### src/common/dmaPkg.sv
// shared widths and encodings for the DMA channel, pulled in by a wildcard import in each module
package dmaPkg;

    // word width of the CPU bus and of every FIFO entry
    localparam int DATA_W = 32;

    localparam int ADDR_W = 32; // byte address on the CPU bus

    // CPU-side bus master states
    typedef enum logic [2:0] {
        sIdle,    // waiting for enable and data
        sRequest, // busReq out, waiting for the grant
        sOwn,     // grant taken, busAck driven, address and data settle
        sStrobe,  // address and data strobes asserted until an acknowledge
        sTerm,    // strobes low for one cycle between transfers
        sRelease  // busAck dropped, bus handed back
    } cpuState_t;

    // which part of the head word the bridge puts on the data lines
    typedef enum logic [1:0] {
        laneLong, // whole word on 31:0
        laneHigh, // upper half on 31:16
        laneLow   // lower half moved up to 31:16
    } laneSel_t;

endpackage

### src/common/fifoIf.sv
// FIFO to CPU state machine link, instanced once in the top level and shared by both blocks
`timescale 1ns/1ps

interface fifoIf import dmaPkg::*; #(
    parameter int FIFO_DEPTH = 8
) ();

    // one spare bit so a full FIFO can be told from an empty one
    localparam int CNT_W = $clog2(FIFO_DEPTH) + 1;

    logic              pop;    // removes the head word on the clock edge
    logic [DATA_W-1:0] rdData; // head word, valid whenever empty is low
    logic              empty;
    logic [CNT_W-1:0]  count;  // words currently held

    modport fifo (
        input  pop,
        output rdData, empty, count
    );

    modport sm (
        output pop,
        input  empty, count
    );

endinterface

### src/common/bridgeIf.sv
// control path from the CPU state machine to the address and lane bridge, instanced in the top
`timescale 1ns/1ps

interface bridgeIf import dmaPkg::*; ();

    logic              loadAddr; // copy the start address into the counter
    logic              advance;  // step the counter by the size of the lane
    laneSel_t          lane;

    // head word of the FIFO, wired in by the top level
    logic [DATA_W-1:0] word;

    modport ctrl (
        output loadAddr, advance, lane
    );

    // the bridge only listens
    modport bridge (
        input loadAddr, advance, lane, word
    );

endinterface

### src/hw/dmaFifo/dmaFifo.sv
// word FIFO between the device and the CPU bus, written by device strobes and popped by the FSM
`timescale 1ns/1ps

module dmaFifo import dmaPkg::*; #(
    parameter int FIFO_DEPTH = 8
) (
    input  logic              CLK90,
    input  logic              nRESET,
    input  logic              devWrite,
    input  logic [DATA_W-1:0] devData,
    output logic              fifoFull,
    fifoIf.fifo               fifo
);

    localparam int PTR_W = $clog2(FIFO_DEPTH);
    localparam int CNT_W = PTR_W + 1;

    logic [DATA_W-1:0] mem [FIFO_DEPTH];
    logic [PTR_W-1:0]  wrPtr;
    logic [PTR_W-1:0]  rdPtr;
    logic [CNT_W-1:0]  count;
    logic              doWrite;
    logic              doPop;

    // a strobe while full is lost, the device is expected to watch fifoFull
    assign doWrite = devWrite & ~fifoFull;
    assign doPop   = fifo.pop & ~fifo.empty;

    assign fifoFull    = (count == CNT_W'(FIFO_DEPTH));
    assign fifo.empty  = (count == '0);
    assign fifo.count  = count;
    assign fifo.rdData = mem[rdPtr]; // head is visible without a read cycle

    always_ff @(posedge CLK90) begin
        if (doWrite) begin
            mem[wrPtr] <= devData;
        end
    end

    // pointers wrap on their own since the depth is a power of two
    always_ff @(posedge CLK90 or negedge nRESET) begin
        if (!nRESET) begin
            wrPtr <= '0;
            rdPtr <= '0;
        end else begin
            if (doWrite) begin
                wrPtr <= wrPtr + 1'b1;
            end
            if (doPop) begin
                rdPtr <= rdPtr + 1'b1;
            end
        end
    end

    always_ff @(posedge CLK90 or negedge nRESET) begin
        if (!nRESET) begin
            count <= '0;
        end else begin
            case ({doWrite, doPop})
                2'b10:   count <= count + 1'b1;
                2'b01:   count <= count - 1'b1;
                default: count <= count; // both at once leave the fill level alone
            endcase
        end
    end

endmodule

### src/hw/cpuSm/cpuSm.sv
// bus master FSM that owns the CPU bus, runs sized write cycles from the FIFO and signals done
`timescale 1ns/1ps

module cpuSm import dmaPkg::*; (
    input  logic  CLK90,
    input  logic  nRESET,
    input  logic  dmaEna,
    input  logic  flush,
    input  logic  busGrant,
    input  logic  ackLong,
    input  logic  ackWord,
    output logic  busReq,
    output logic  busAck,
    output logic  addrStrobe,
    output logic  dataStrobe,
    output logic  done,
    fifoIf.sm     fifo,
    bridgeIf.ctrl br
);

    cpuState_t state;
    laneSel_t  lane;      // lane of the cycle on the bus, also the port size guess
    laneSel_t  nextLane;
    logic      dmaEnaQ;
    logic      flushPend; // flush seen but not yet answered with done
    logic      flushSeen;
    logic      anyAck;
    logic      wordDone;  // this acknowledge finishes the head word
    logic      moreData;

    assign anyAck    = ackLong | ackWord;
    assign flushSeen = flushPend | flush;

    // the low half always finishes a word, a long acknowledge finishes it from any other lane
    assign wordDone = ackLong | (lane == laneLow);

    // a word acknowledge on a full or high cycle means a 16-bit port took bits 31:16
    always_comb begin
        if (lane == laneLow) begin
            nextLane = laneHigh; // keep using half cycles on this port
        end else if (ackLong) begin
            nextLane = laneLong;
        end else begin
            nextLane = laneLow;
        end
    end

    // in sTerm the pop is still pending, so the last word leaves when count is one
    assign moreData = fifo.pop ? (fifo.count > 1) : !fifo.empty;

    assign br.lane = lane;

    always_ff @(posedge CLK90 or negedge nRESET) begin
        if (!nRESET) begin
            state       <= sIdle;
            lane        <= laneLong;
            dmaEnaQ     <= 1'b0;
            flushPend   <= 1'b0;
            busReq      <= 1'b0;
            busAck      <= 1'b0;
            addrStrobe  <= 1'b0;
            dataStrobe  <= 1'b0;
            done        <= 1'b0;
            fifo.pop    <= 1'b0;
            br.advance  <= 1'b0;
            br.loadAddr <= 1'b0;
        end else begin
            dmaEnaQ     <= dmaEna;
            br.loadAddr <= dmaEna & ~dmaEnaQ; // rising edge of the enable
            fifo.pop    <= 1'b0;
            br.advance  <= 1'b0;
            done        <= 1'b0;
            if (flush) begin
                flushPend <= 1'b1;
            end

            case (state)
                sIdle: begin
                    if (dmaEna && !dmaEnaQ) begin
                        lane <= laneLong; // new transfer, assume a 32-bit port first
                    end
                    if (dmaEna && !fifo.empty) begin
                        state  <= sRequest;
                        busReq <= 1'b1;
                    end else if (flushSeen && fifo.empty) begin
                        done      <= 1'b1; // nothing left to drain
                        flushPend <= 1'b0;
                    end
                end

                sRequest: begin
                    if (busGrant) begin
                        state  <= sOwn;
                        busAck <= 1'b1;
                        busReq <= 1'b0;
                    end
                end

                // address and data settle here before the strobes rise
                sOwn: begin
                    state      <= sStrobe;
                    addrStrobe <= 1'b1;
                    dataStrobe <= 1'b1;
                end

                sStrobe: begin
                    if (anyAck) begin
                        state      <= sTerm;
                        addrStrobe <= 1'b0;
                        dataStrobe <= 1'b0;
                        lane       <= nextLane;
                        fifo.pop   <= wordDone;
                        br.advance <= 1'b1; // step size follows nextLane in the bridge
                    end
                end

                sTerm: begin
                    if (moreData && dmaEna) begin
                        state <= sOwn;
                    end else begin
                        state  <= sRelease;
                        busAck <= 1'b0;
                        if (flushSeen && !moreData) begin
                            done      <= 1'b1;
                            flushPend <= 1'b0;
                        end
                    end
                end

                sRelease: state <= sIdle;

                default: state <= sIdle;
            endcase
        end
    end

endmodule

### src/hw/busBridge.sv
// address counter and data lane steering that put the FSM's write cycles onto the CPU bus
`timescale 1ns/1ps

module busBridge import dmaPkg::*; (
    input  logic              CLK90,
    input  logic              nRESET,
    input  logic [ADDR_W-1:0] startAddr,
    bridgeIf.bridge           br,
    output logic [ADDR_W-1:0] addr,
    output logic [DATA_W-1:0] dataOut
);

    localparam int HALF_W = DATA_W / 2;

    logic [ADDR_W-1:0] step;

    // a full word moves the pointer 4 bytes, a half word 2
    assign step = (br.lane == laneLong) ? ADDR_W'(4) : ADDR_W'(2);

    always_ff @(posedge CLK90 or negedge nRESET) begin
        if (!nRESET) begin
            addr <= '0;
        end else if (br.loadAddr) begin
            addr <= startAddr;
        end else if (br.advance) begin
            addr <= addr + step;
        end
    end

    // 16-bit ports sit on the upper lines, so both halves are sent there
    always_comb begin
        case (br.lane)
            laneHigh: dataOut = {br.word[DATA_W-1 -: HALF_W], {HALF_W{1'b0}}};
            laneLow:  dataOut = {br.word[HALF_W-1:0], {HALF_W{1'b0}}};
            default:  dataOut = br.word;
        endcase
    end

endmodule

### src/hw/dmaTop.sv
// top level of the device-to-memory DMA channel, wiring FIFO, bus FSM and bridge to plain ports
`timescale 1ns/1ps

module dmaTop import dmaPkg::*; #(
    parameter int FIFO_DEPTH = 8
) (
    input  logic              CLK90,
    input  logic              nRESET,
    input  logic              dmaEna,
    input  logic [ADDR_W-1:0] startAddr,
    input  logic              flush,
    input  logic              devWrite,
    input  logic [DATA_W-1:0] devData,
    output logic              fifoFull,
    output logic              busReq,
    input  logic              busGrant,
    output logic              busAck,
    output logic              addrStrobe,
    output logic              dataStrobe,
    output logic [ADDR_W-1:0] addr,
    output logic [DATA_W-1:0] dataOut,
    input  logic              ackLong,
    input  logic              ackWord,
    output logic              done
);

    fifoIf #(.FIFO_DEPTH(FIFO_DEPTH)) fifoBus ();
    bridgeIf brBus ();

    // the bridge steers whatever word sits at the FIFO head
    assign brBus.word = fifoBus.rdData;

    dmaFifo #(.FIFO_DEPTH(FIFO_DEPTH)) fifo0 (
        .CLK90    (CLK90),
        .nRESET   (nRESET),
        .devWrite (devWrite),
        .devData  (devData),
        .fifoFull (fifoFull),
        .fifo     (fifoBus.fifo)
    );

    cpuSm sm0 (
        .CLK90      (CLK90),
        .nRESET     (nRESET),
        .dmaEna     (dmaEna),
        .flush      (flush),
        .busGrant   (busGrant),
        .ackLong    (ackLong),
        .ackWord    (ackWord),
        .busReq     (busReq),
        .busAck     (busAck),
        .addrStrobe (addrStrobe),
        .dataStrobe (dataStrobe),
        .done       (done),
        .fifo       (fifoBus.sm),
        .br         (brBus.ctrl)
    );

    busBridge bridge0 (
        .CLK90     (CLK90),
        .nRESET    (nRESET),
        .startAddr (startAddr),
        .br        (brBus.bridge),
        .addr      (addr),
        .dataOut   (dataOut)
    );

endmodule

### config.mk
export PLATFORM = sky130hd
export DESIGN_NAME = dmaTop
export DESIGN_NICKNAME = d
export VERILOG_FILES = /design/src/common/dmaPkg.sv /design/src/common/fifoIf.sv /design/src/common/bridgeIf.sv /design/src/hw/dmaFifo/dmaFifo.sv /design/src/hw/cpuSm/cpuSm.sv /design/src/hw/busBridge.sv /design/src/hw/dmaTop.sv
export SDC_FILE = /design/constraint.sdc
export NUM_CORES = 1
export LEC_CHECK = 0
export BUFFER_PORTS_ARGS = -buffer_cell sky130_fd_sc_hd__clkbuf_2
export CAP_MARGIN = 0
export CELL_PAD_IN_SITES_DETAIL_PLACEMENT = 1
export CELL_PAD_IN_SITES_GLOBAL_PLACEMENT = 1
export CORE_ASPECT_RATIO = 1.1
export CORE_MARGIN = 2
export CORE_UTILIZATION = 45
export DETAILED_ROUTE_END_ITERATION = 12
export HOLD_SLACK_MARGIN = 0.08
export MAX_ROUTING_LAYER = met4
export PLACE_DENSITY = 0.81
export SLEW_MARGIN = 20
export SYNTH_ARGS = -nofsm -noshare
export SYNTH_HDL_FRONTEND = slang
export SYNTH_SLANG_ARGS = --single-unit
export TNS_END_PERCENT = 30
### constraint.sdc
create_clock -name CLK90 -period 4 [get_ports CLK90]
set_input_delay 0.6 -clock CLK90 [delete_from_list [all_inputs] [get_ports CLK90]]
set_output_delay 0.6 -clock CLK90 [all_outputs]
set_load 0.02 [all_outputs]
==> Word level (Yosys, flattened, before mapping) <==
Memories as Yosys holds them, arrays and structs flattened.
Index checks and enable logic that the tools add are counted.
{ "classes": {"n_addsub": 5, "mul": 0, "div": 0, "n_lt_le_gt_ge": 1, "n_eq_ne": 14, "shift": 0, "mux": 41, "bitwise": 9, "reduce_logical": 22} }
{ "ops": {"columns": ["cell", "n"], "rows": [
  ["$mux W32", 2],
  ["$pmux W32 S2", 1],
  ["$add A32 B32 Y32", 1],
  ["$mux W1", 21],
  ["$mux W3", 5],
  ["$pmux W3 S5", 1],
  ["$reduce_and A3 Y1", 4],
  ["$reduce_bool A2 Y1", 6],
  ["$pmux W1 S2", 5],
  ["$mux W2", 4],
  ["$pmux W4 S2", 1],
  ["$add A3 B1 Y3 const B", 2],
  ["$eq A3 B2 Y1 const B", 2],
  ["$ne A2 B1 Y1 const B", 3],
  ["$logic_and A1 B1 Y1", 5],
  ["$add A4 B1 Y4 const B", 1],
  ["$eq A2 B1 Y1 const B", 2],
  ["$eq A2 B2 Y1 const B", 2],
  ["$eq A4 B4 Y1 const B", 1],
  ["$gt A4 B1 Y1 const B", 1],
  ["$logic_not A4 Y1", 1],
  ["$ne A2 B2 Y1 const B", 2],
  ["$pmux W2 S2", 1],
  ["$sub A4 B1 Y4 const B", 1],
  ["other kinds (9)", 17]
]} }
{ "totals": {"reg_bits": 56, "latchBits": 0, "ramBits": 256, "rom_bits": 0, "in_bits": 72, "output_inout_bits": 70, "elab_cells": 108, "memories": 1} }
{ "memory_table": {"columns": ["name", "depth", "word_bits", "read_ports", "rd_ports_with_merged_regs", "write_ports", "line", "source"], "rows": [
  ["fifo0.mem", 8, 32, 1, 0, 1, "dmaFifo.sv:18", "logic [DATA_W-1:0] mem [FIFO_DEPTH];"]
]} }

==> Depth between registers and ports, before layout <==
{ "logic_depth": {"word_depth": 8, "mapped_depth": 10, "ltp_nobuf": 9} }

==> Cells and area by module <==
Synthesis repeated with hierarchy kept, for this count alone.
{ "hier_totals": {"cells_unflattened": 756, "area_unflattened_um2": 13148.9} }
{ "modules_own_cells": {"columns": ["module", "instances", "cells_per_inst", "area_per_inst_um2", "seq_area_each_um2"], "rows": [
  ["dmaFifo", 1, 437, 10294.9, 7937.6],
  ["busBridge", 1, 260, 2220.9, 800.8],
  ["cpuSm", 1, 59, 633.1, 350.3]
]} }

==> Least setup slack after synthesis <==
No wires, ideal clock.
{ "synth_timing": {"path_kind": "reg-to-reg", "start": "register fifo0.count[0], in the netlist fifo0.fifo.count[0]", "end": "memory fifo0.mem[0][0], enable pin", "setup_ns": 0.461, "t_arrival_ns": 3.345, "required_time_ns": 3.539, "setup_slack_ns": 0.194, "stages_incl_launch_ff": 7, "n_path_buf": 0, "period_less_slack_ns": 3.806, "cell_sequence": "dfrtp_1 inv_1 ha_1 nand3b_1 and2_1 nand2b_1 nor3_1"} }
{ "synth_between": {"elab_chain_cells": 5} }
{ "synth_rtl": {"columns": ["item", "line", "source"], "rows": [
  ["from (decl)", "dmaFifo.sv:21", "logic [CNT_W-1:0] count;"],
  ["from (signal assigned)", "dmaFifo.sv:60", "2'b10: count <= count + 1'b1;"],
  ["from (signal assigned)", "dmaFifo.sv:61", "2'b01: count <= count - 1'b1;"],
  ["from (signal assigned)", "dmaFifo.sv:62", "default: count <= count;"],
  ["$eq A4 B4 Y1", "dmaFifo.sv:29", "assign fifoFull = (count == CNT_W'(FIFO_DEPTH));"],
  ["$not A1 Y1", "dmaFifo.sv:26", "assign doWrite = devWrite & ~fifoFull;"],
  ["$and A1 B1 Y1", "dmaFifo.sv:26", null],
  ["$mux W1", "dmaFifo.sv:35", "if (doWrite) begin"],
  ["$mux W1 (implied by the code)", "dmaFifo.sv:36", "mem[wrPtr] <= devData;"],
  ["to (decl)", "dmaFifo.sv:18", null]
]} }
Every way passes these cells.

==> Worst setup path after layout <==
{ "layout_timing": {"start": "register fifo0.rdPtr[0]", "end": "output dataOut[27]"} }
{ "layout_between": {"elab_chain_cells": 2} }
{ "layout_rtl": {"columns": ["item", "line", "source"], "rows": [
  ["from (decl)", "dmaFifo.sv:20", "logic [PTR_W-1:0] rdPtr;"],
  ["from (signal assigned)", "dmaFifo.sv:50", "rdPtr <= rdPtr + 1'b1;"],
  ["$mem_v2 Z8 W32", null, null],
  ["$pmux W32 S2", "busBridge.sv:32", "case (br.lane)"],
  ["to (decl)", "dmaTop.sv:21", "output logic [DATA_W-1:0] dataOut,"]
]} }
Every way passes these cells.

==> impl_metrics.env <==
export IMPL_nets=993
export IMPL_port_buffers=141
export IMPL_initial_core_util=0.461
export IMPL_hp_class="input port to asynchronous set/reset pin"
export IMPL_cts_sinks=312
export IMPL_setup_worst_path_end_class="output port"
export IMPL_max_freq_mhz=295
export IMPL_cts_tree="built"
export IMPL_worst_setup_path_start_kind="flip-flop"
export IMPL_wl_um=32400
export IMPL_drtAntennaViolNets=0
export IMPL_drc=0
export IMPL_grt_pass1_vias=8035
export IMPL_relSlewSlack=0.363
export IMPL_post_cts_resized=0
export IMPL_grtUsageTotal=0.227
export IMPL_synthDistinctLibCells=52
export IMPL_cts_buffer_depth=3
export IMPL_antenna_found_initial=4
export IMPL_synth_edf_count=256
export IMPL_syn_num_nets=834
export IMPL_drt_iter0_drc=699
export IMPL_rrSetupSlack_ns=1.16
export IMPL_ir_drop_uv=801
export IMPL_rows=64
export IMPL_mostFrequentLayoutCells="256 x edfxtp_1, 140 x clkbuf_2, 64 x mux4_2"
export IMPL_fin_crit_sh=0.849
export IMPL_clkLatencyLatePin_ns=0.53
export IMPL_grt_max_degree=40
export IMPL_hpwlAfterDp_um=20800
export IMPL_total_power_uw=11300
export IMPL_skew_ns=0.0257
export IMPL_critPathMaxFanout=39
export IMPL_tns_ns=0
export IMPL_tightest_slew_ns=0.950
export IMPL_first_pass_iters=4
export IMPL_reg2reg_to="fifo0.mem[2][6]"
export IMPL_worstRegToRegCells=7
export IMPL_synth_area_um2=12900
export IMPL_dieArea_um2=30000
export IMPL_grt_pass1_wl_um=49000
export IMPL_cts_root_buf="clkbuf_16"
export IMPL_vias=7526
export IMPL_ys_ff_latch=312
export IMPL_drive_gt1_frac=0.325
export IMPL_cts_hold_buf=0
export IMPL_async_flop_share=0.179
export IMPL_path_class="flip-flop to output port"
export IMPL_synthFlopType="edfxtp_1"
export IMPL_crit_required_ns=3.40
export IMPL_yosysWarningCount=0
export IMPL_critPathArrivalTime_ns=2.79
export IMPL_die_w_um=165
export IMPL_p_leak_uw=0.00533
export IMPL_setup_violations=0
export IMPL_area_growth_pct=18.4
export IMPL_cts_buffers=34
export IMPL_powerDensity_nw_per_um2=740
export IMPL_place_congestion=0.811
export IMPL_drv_slew=0
export IMPL_rsz0062_at_grt="no"
export IMPL_htreeDepth=2
export IMPL_core_area_um2=27900
export IMPL_netlist_instances=750
export IMPL_hold_viol_final=0
export IMPL_drv_cap=0
export IMPL_r2r_start="fifo0.fifo.count[0]"
export IMPL_avgSynthCellArea_um2=17.2
export IMPL_status="completed"
export IMPL_overflow=0
export IMPL_layout_commonest_cell="edfxtp_1"
export IMPL_cts_setup_buffers=0
export IMPL_routedWlPerCell_um=24.9
export IMPL_clkTransAtPathRegs_ns=0.05
export IMPL_via_per_inst=5.78
export IMPL_seq_area_frac_synth=0.706
export IMPL_die_h_um=181
export IMPL_timing_final_crit_period_ns=3.39
export IMPL_io_pins=142
-- Yosys cell counts (13+ instances only) --
cell type / count / area [um^2]
a31oi_1: 18 / 113
mux4_2: 64 / 1440
o21ai_0: 18 / 90.1
dfrtp_1: 56 / 1400
nor2_1: 50 / 188
mux2i_1: 36 / 360
nand2_1: 41 / 154
nand3_1: 18 / 90.1
clkbuf_1: 21 / 78.8
or4_1: 13 / 97.6
edfxtp_1: 256 / 7690
o22ai_1: 18 / 113
-- routing by layer --
layer,vias to the layer above,part of all wire,GRT usage
li1,3326,-,-
met3,64,0.074,0.0491
met4,0,0.029,0.0762
met5,-,0,-
met2,285,0.51,0.379
met1,3851,0.39,0.275
-- kinds of logic (layout without fill, tap and decap cells) --
logic type | count (synthesis) | after routing | share of synthesized area
AOI/OAI and AO/OA | 89 | 89 | 0.0445
xor gates and xnor gates | 17 | 17 | 0.0116
DFF | 312 | 312 | 0.706
muxes | 103 | 103 | 0.143
buffers and inverters | 53 | 238 | 0.0190
other | 0 | 4 | 0
and+or+nand+nor | 164 | 164 | 0.0641
adders and majority gates | 12 | 12 | 0.0122
-- worst max-delay path by stage --
| stage | from | cells past startpoint | slack, ns | endpoint |
|---|---|---|---|---|
| floorplan | fifo0.fifo.count[0] | 6 | 0.19 | fifo0.mem[0][0] |
| global placement | fifo0.rdPtr[0] | 5 | 1.16 | dataOut[27] |
| detailed placement | fifo0.rdPtr[0] | 5 | 1.10 | dataOut[19] |
| CTS | fifo0.rdPtr[0] | 5 | 0.54 | dataOut[27] |
| global route | fifo0.rdPtr[0] | 5 | 0.43 | dataOut[27] |
| finish | fifo0.rdPtr[0] | 5 | 0.61 | dataOut[27] |
-- worst max-delay path, cell delays in order (launching register included) --
cell      delay (ns)
dfrtp_4         0.69
buf_12          0.34
mux4_2          0.56
mux2i_1         0.28
o22ai_1         0.17
clkbuf_2        0.20
-- registers in the layout (all words and copies together), names as in the netlist, 2 cells and up --
register and count:
fifo0.mem 256, sm0.br.lane 2, fifo0.wrPtr 3, fifo0.rdPtr 3, fifo0.fifo.count 4, sm0.state 3
bridge0.addr 32
-- metrics by stage --
step / instances / hold WS [ns] / instance area, um^2 / setup slack (ns) / util
2_1_floorplan: 750 / 0.304 / 12900 / 0.194 / -
3_3_place_gp: 1236 / 0.403 / 14100 / 1.16 / 0.504
3_5_place_dp: 1236 / 0.406 / 14100 / 1.10 / 0.504
4_1_cts: 1298 / 0.238 / 15200 / 0.543 / 0.545
5_1_grt: 1302 / 0.245 / 15200 / 0.425 / 0.546
6_report: 1302 / 0.224 / 15200 / 0.605 / 0.546
-- where the power goes --
| group | internal, uW | switching (uW) |
|---|---|---|
| combinational | 1430 | 2180 |
| sequential | 4050 | 435 |
| clock | 1840 | 1340 |
| total | 7320 | 3960 |
-- final cells by class --
cell class | instances | area [um^2]
well taps | 363 | 454
clock buffers | 39 | 900
multi-input cells | 385 | 3600
inverters | 13 | 48.8
flip-flops and latches | 312 | 9090
diodes | 4 | 10.0
clock inverters | 23 | 246
fillers | 2617 | 12700
repair buffers | 163 | 896
(Power assumes the default switching activity.)
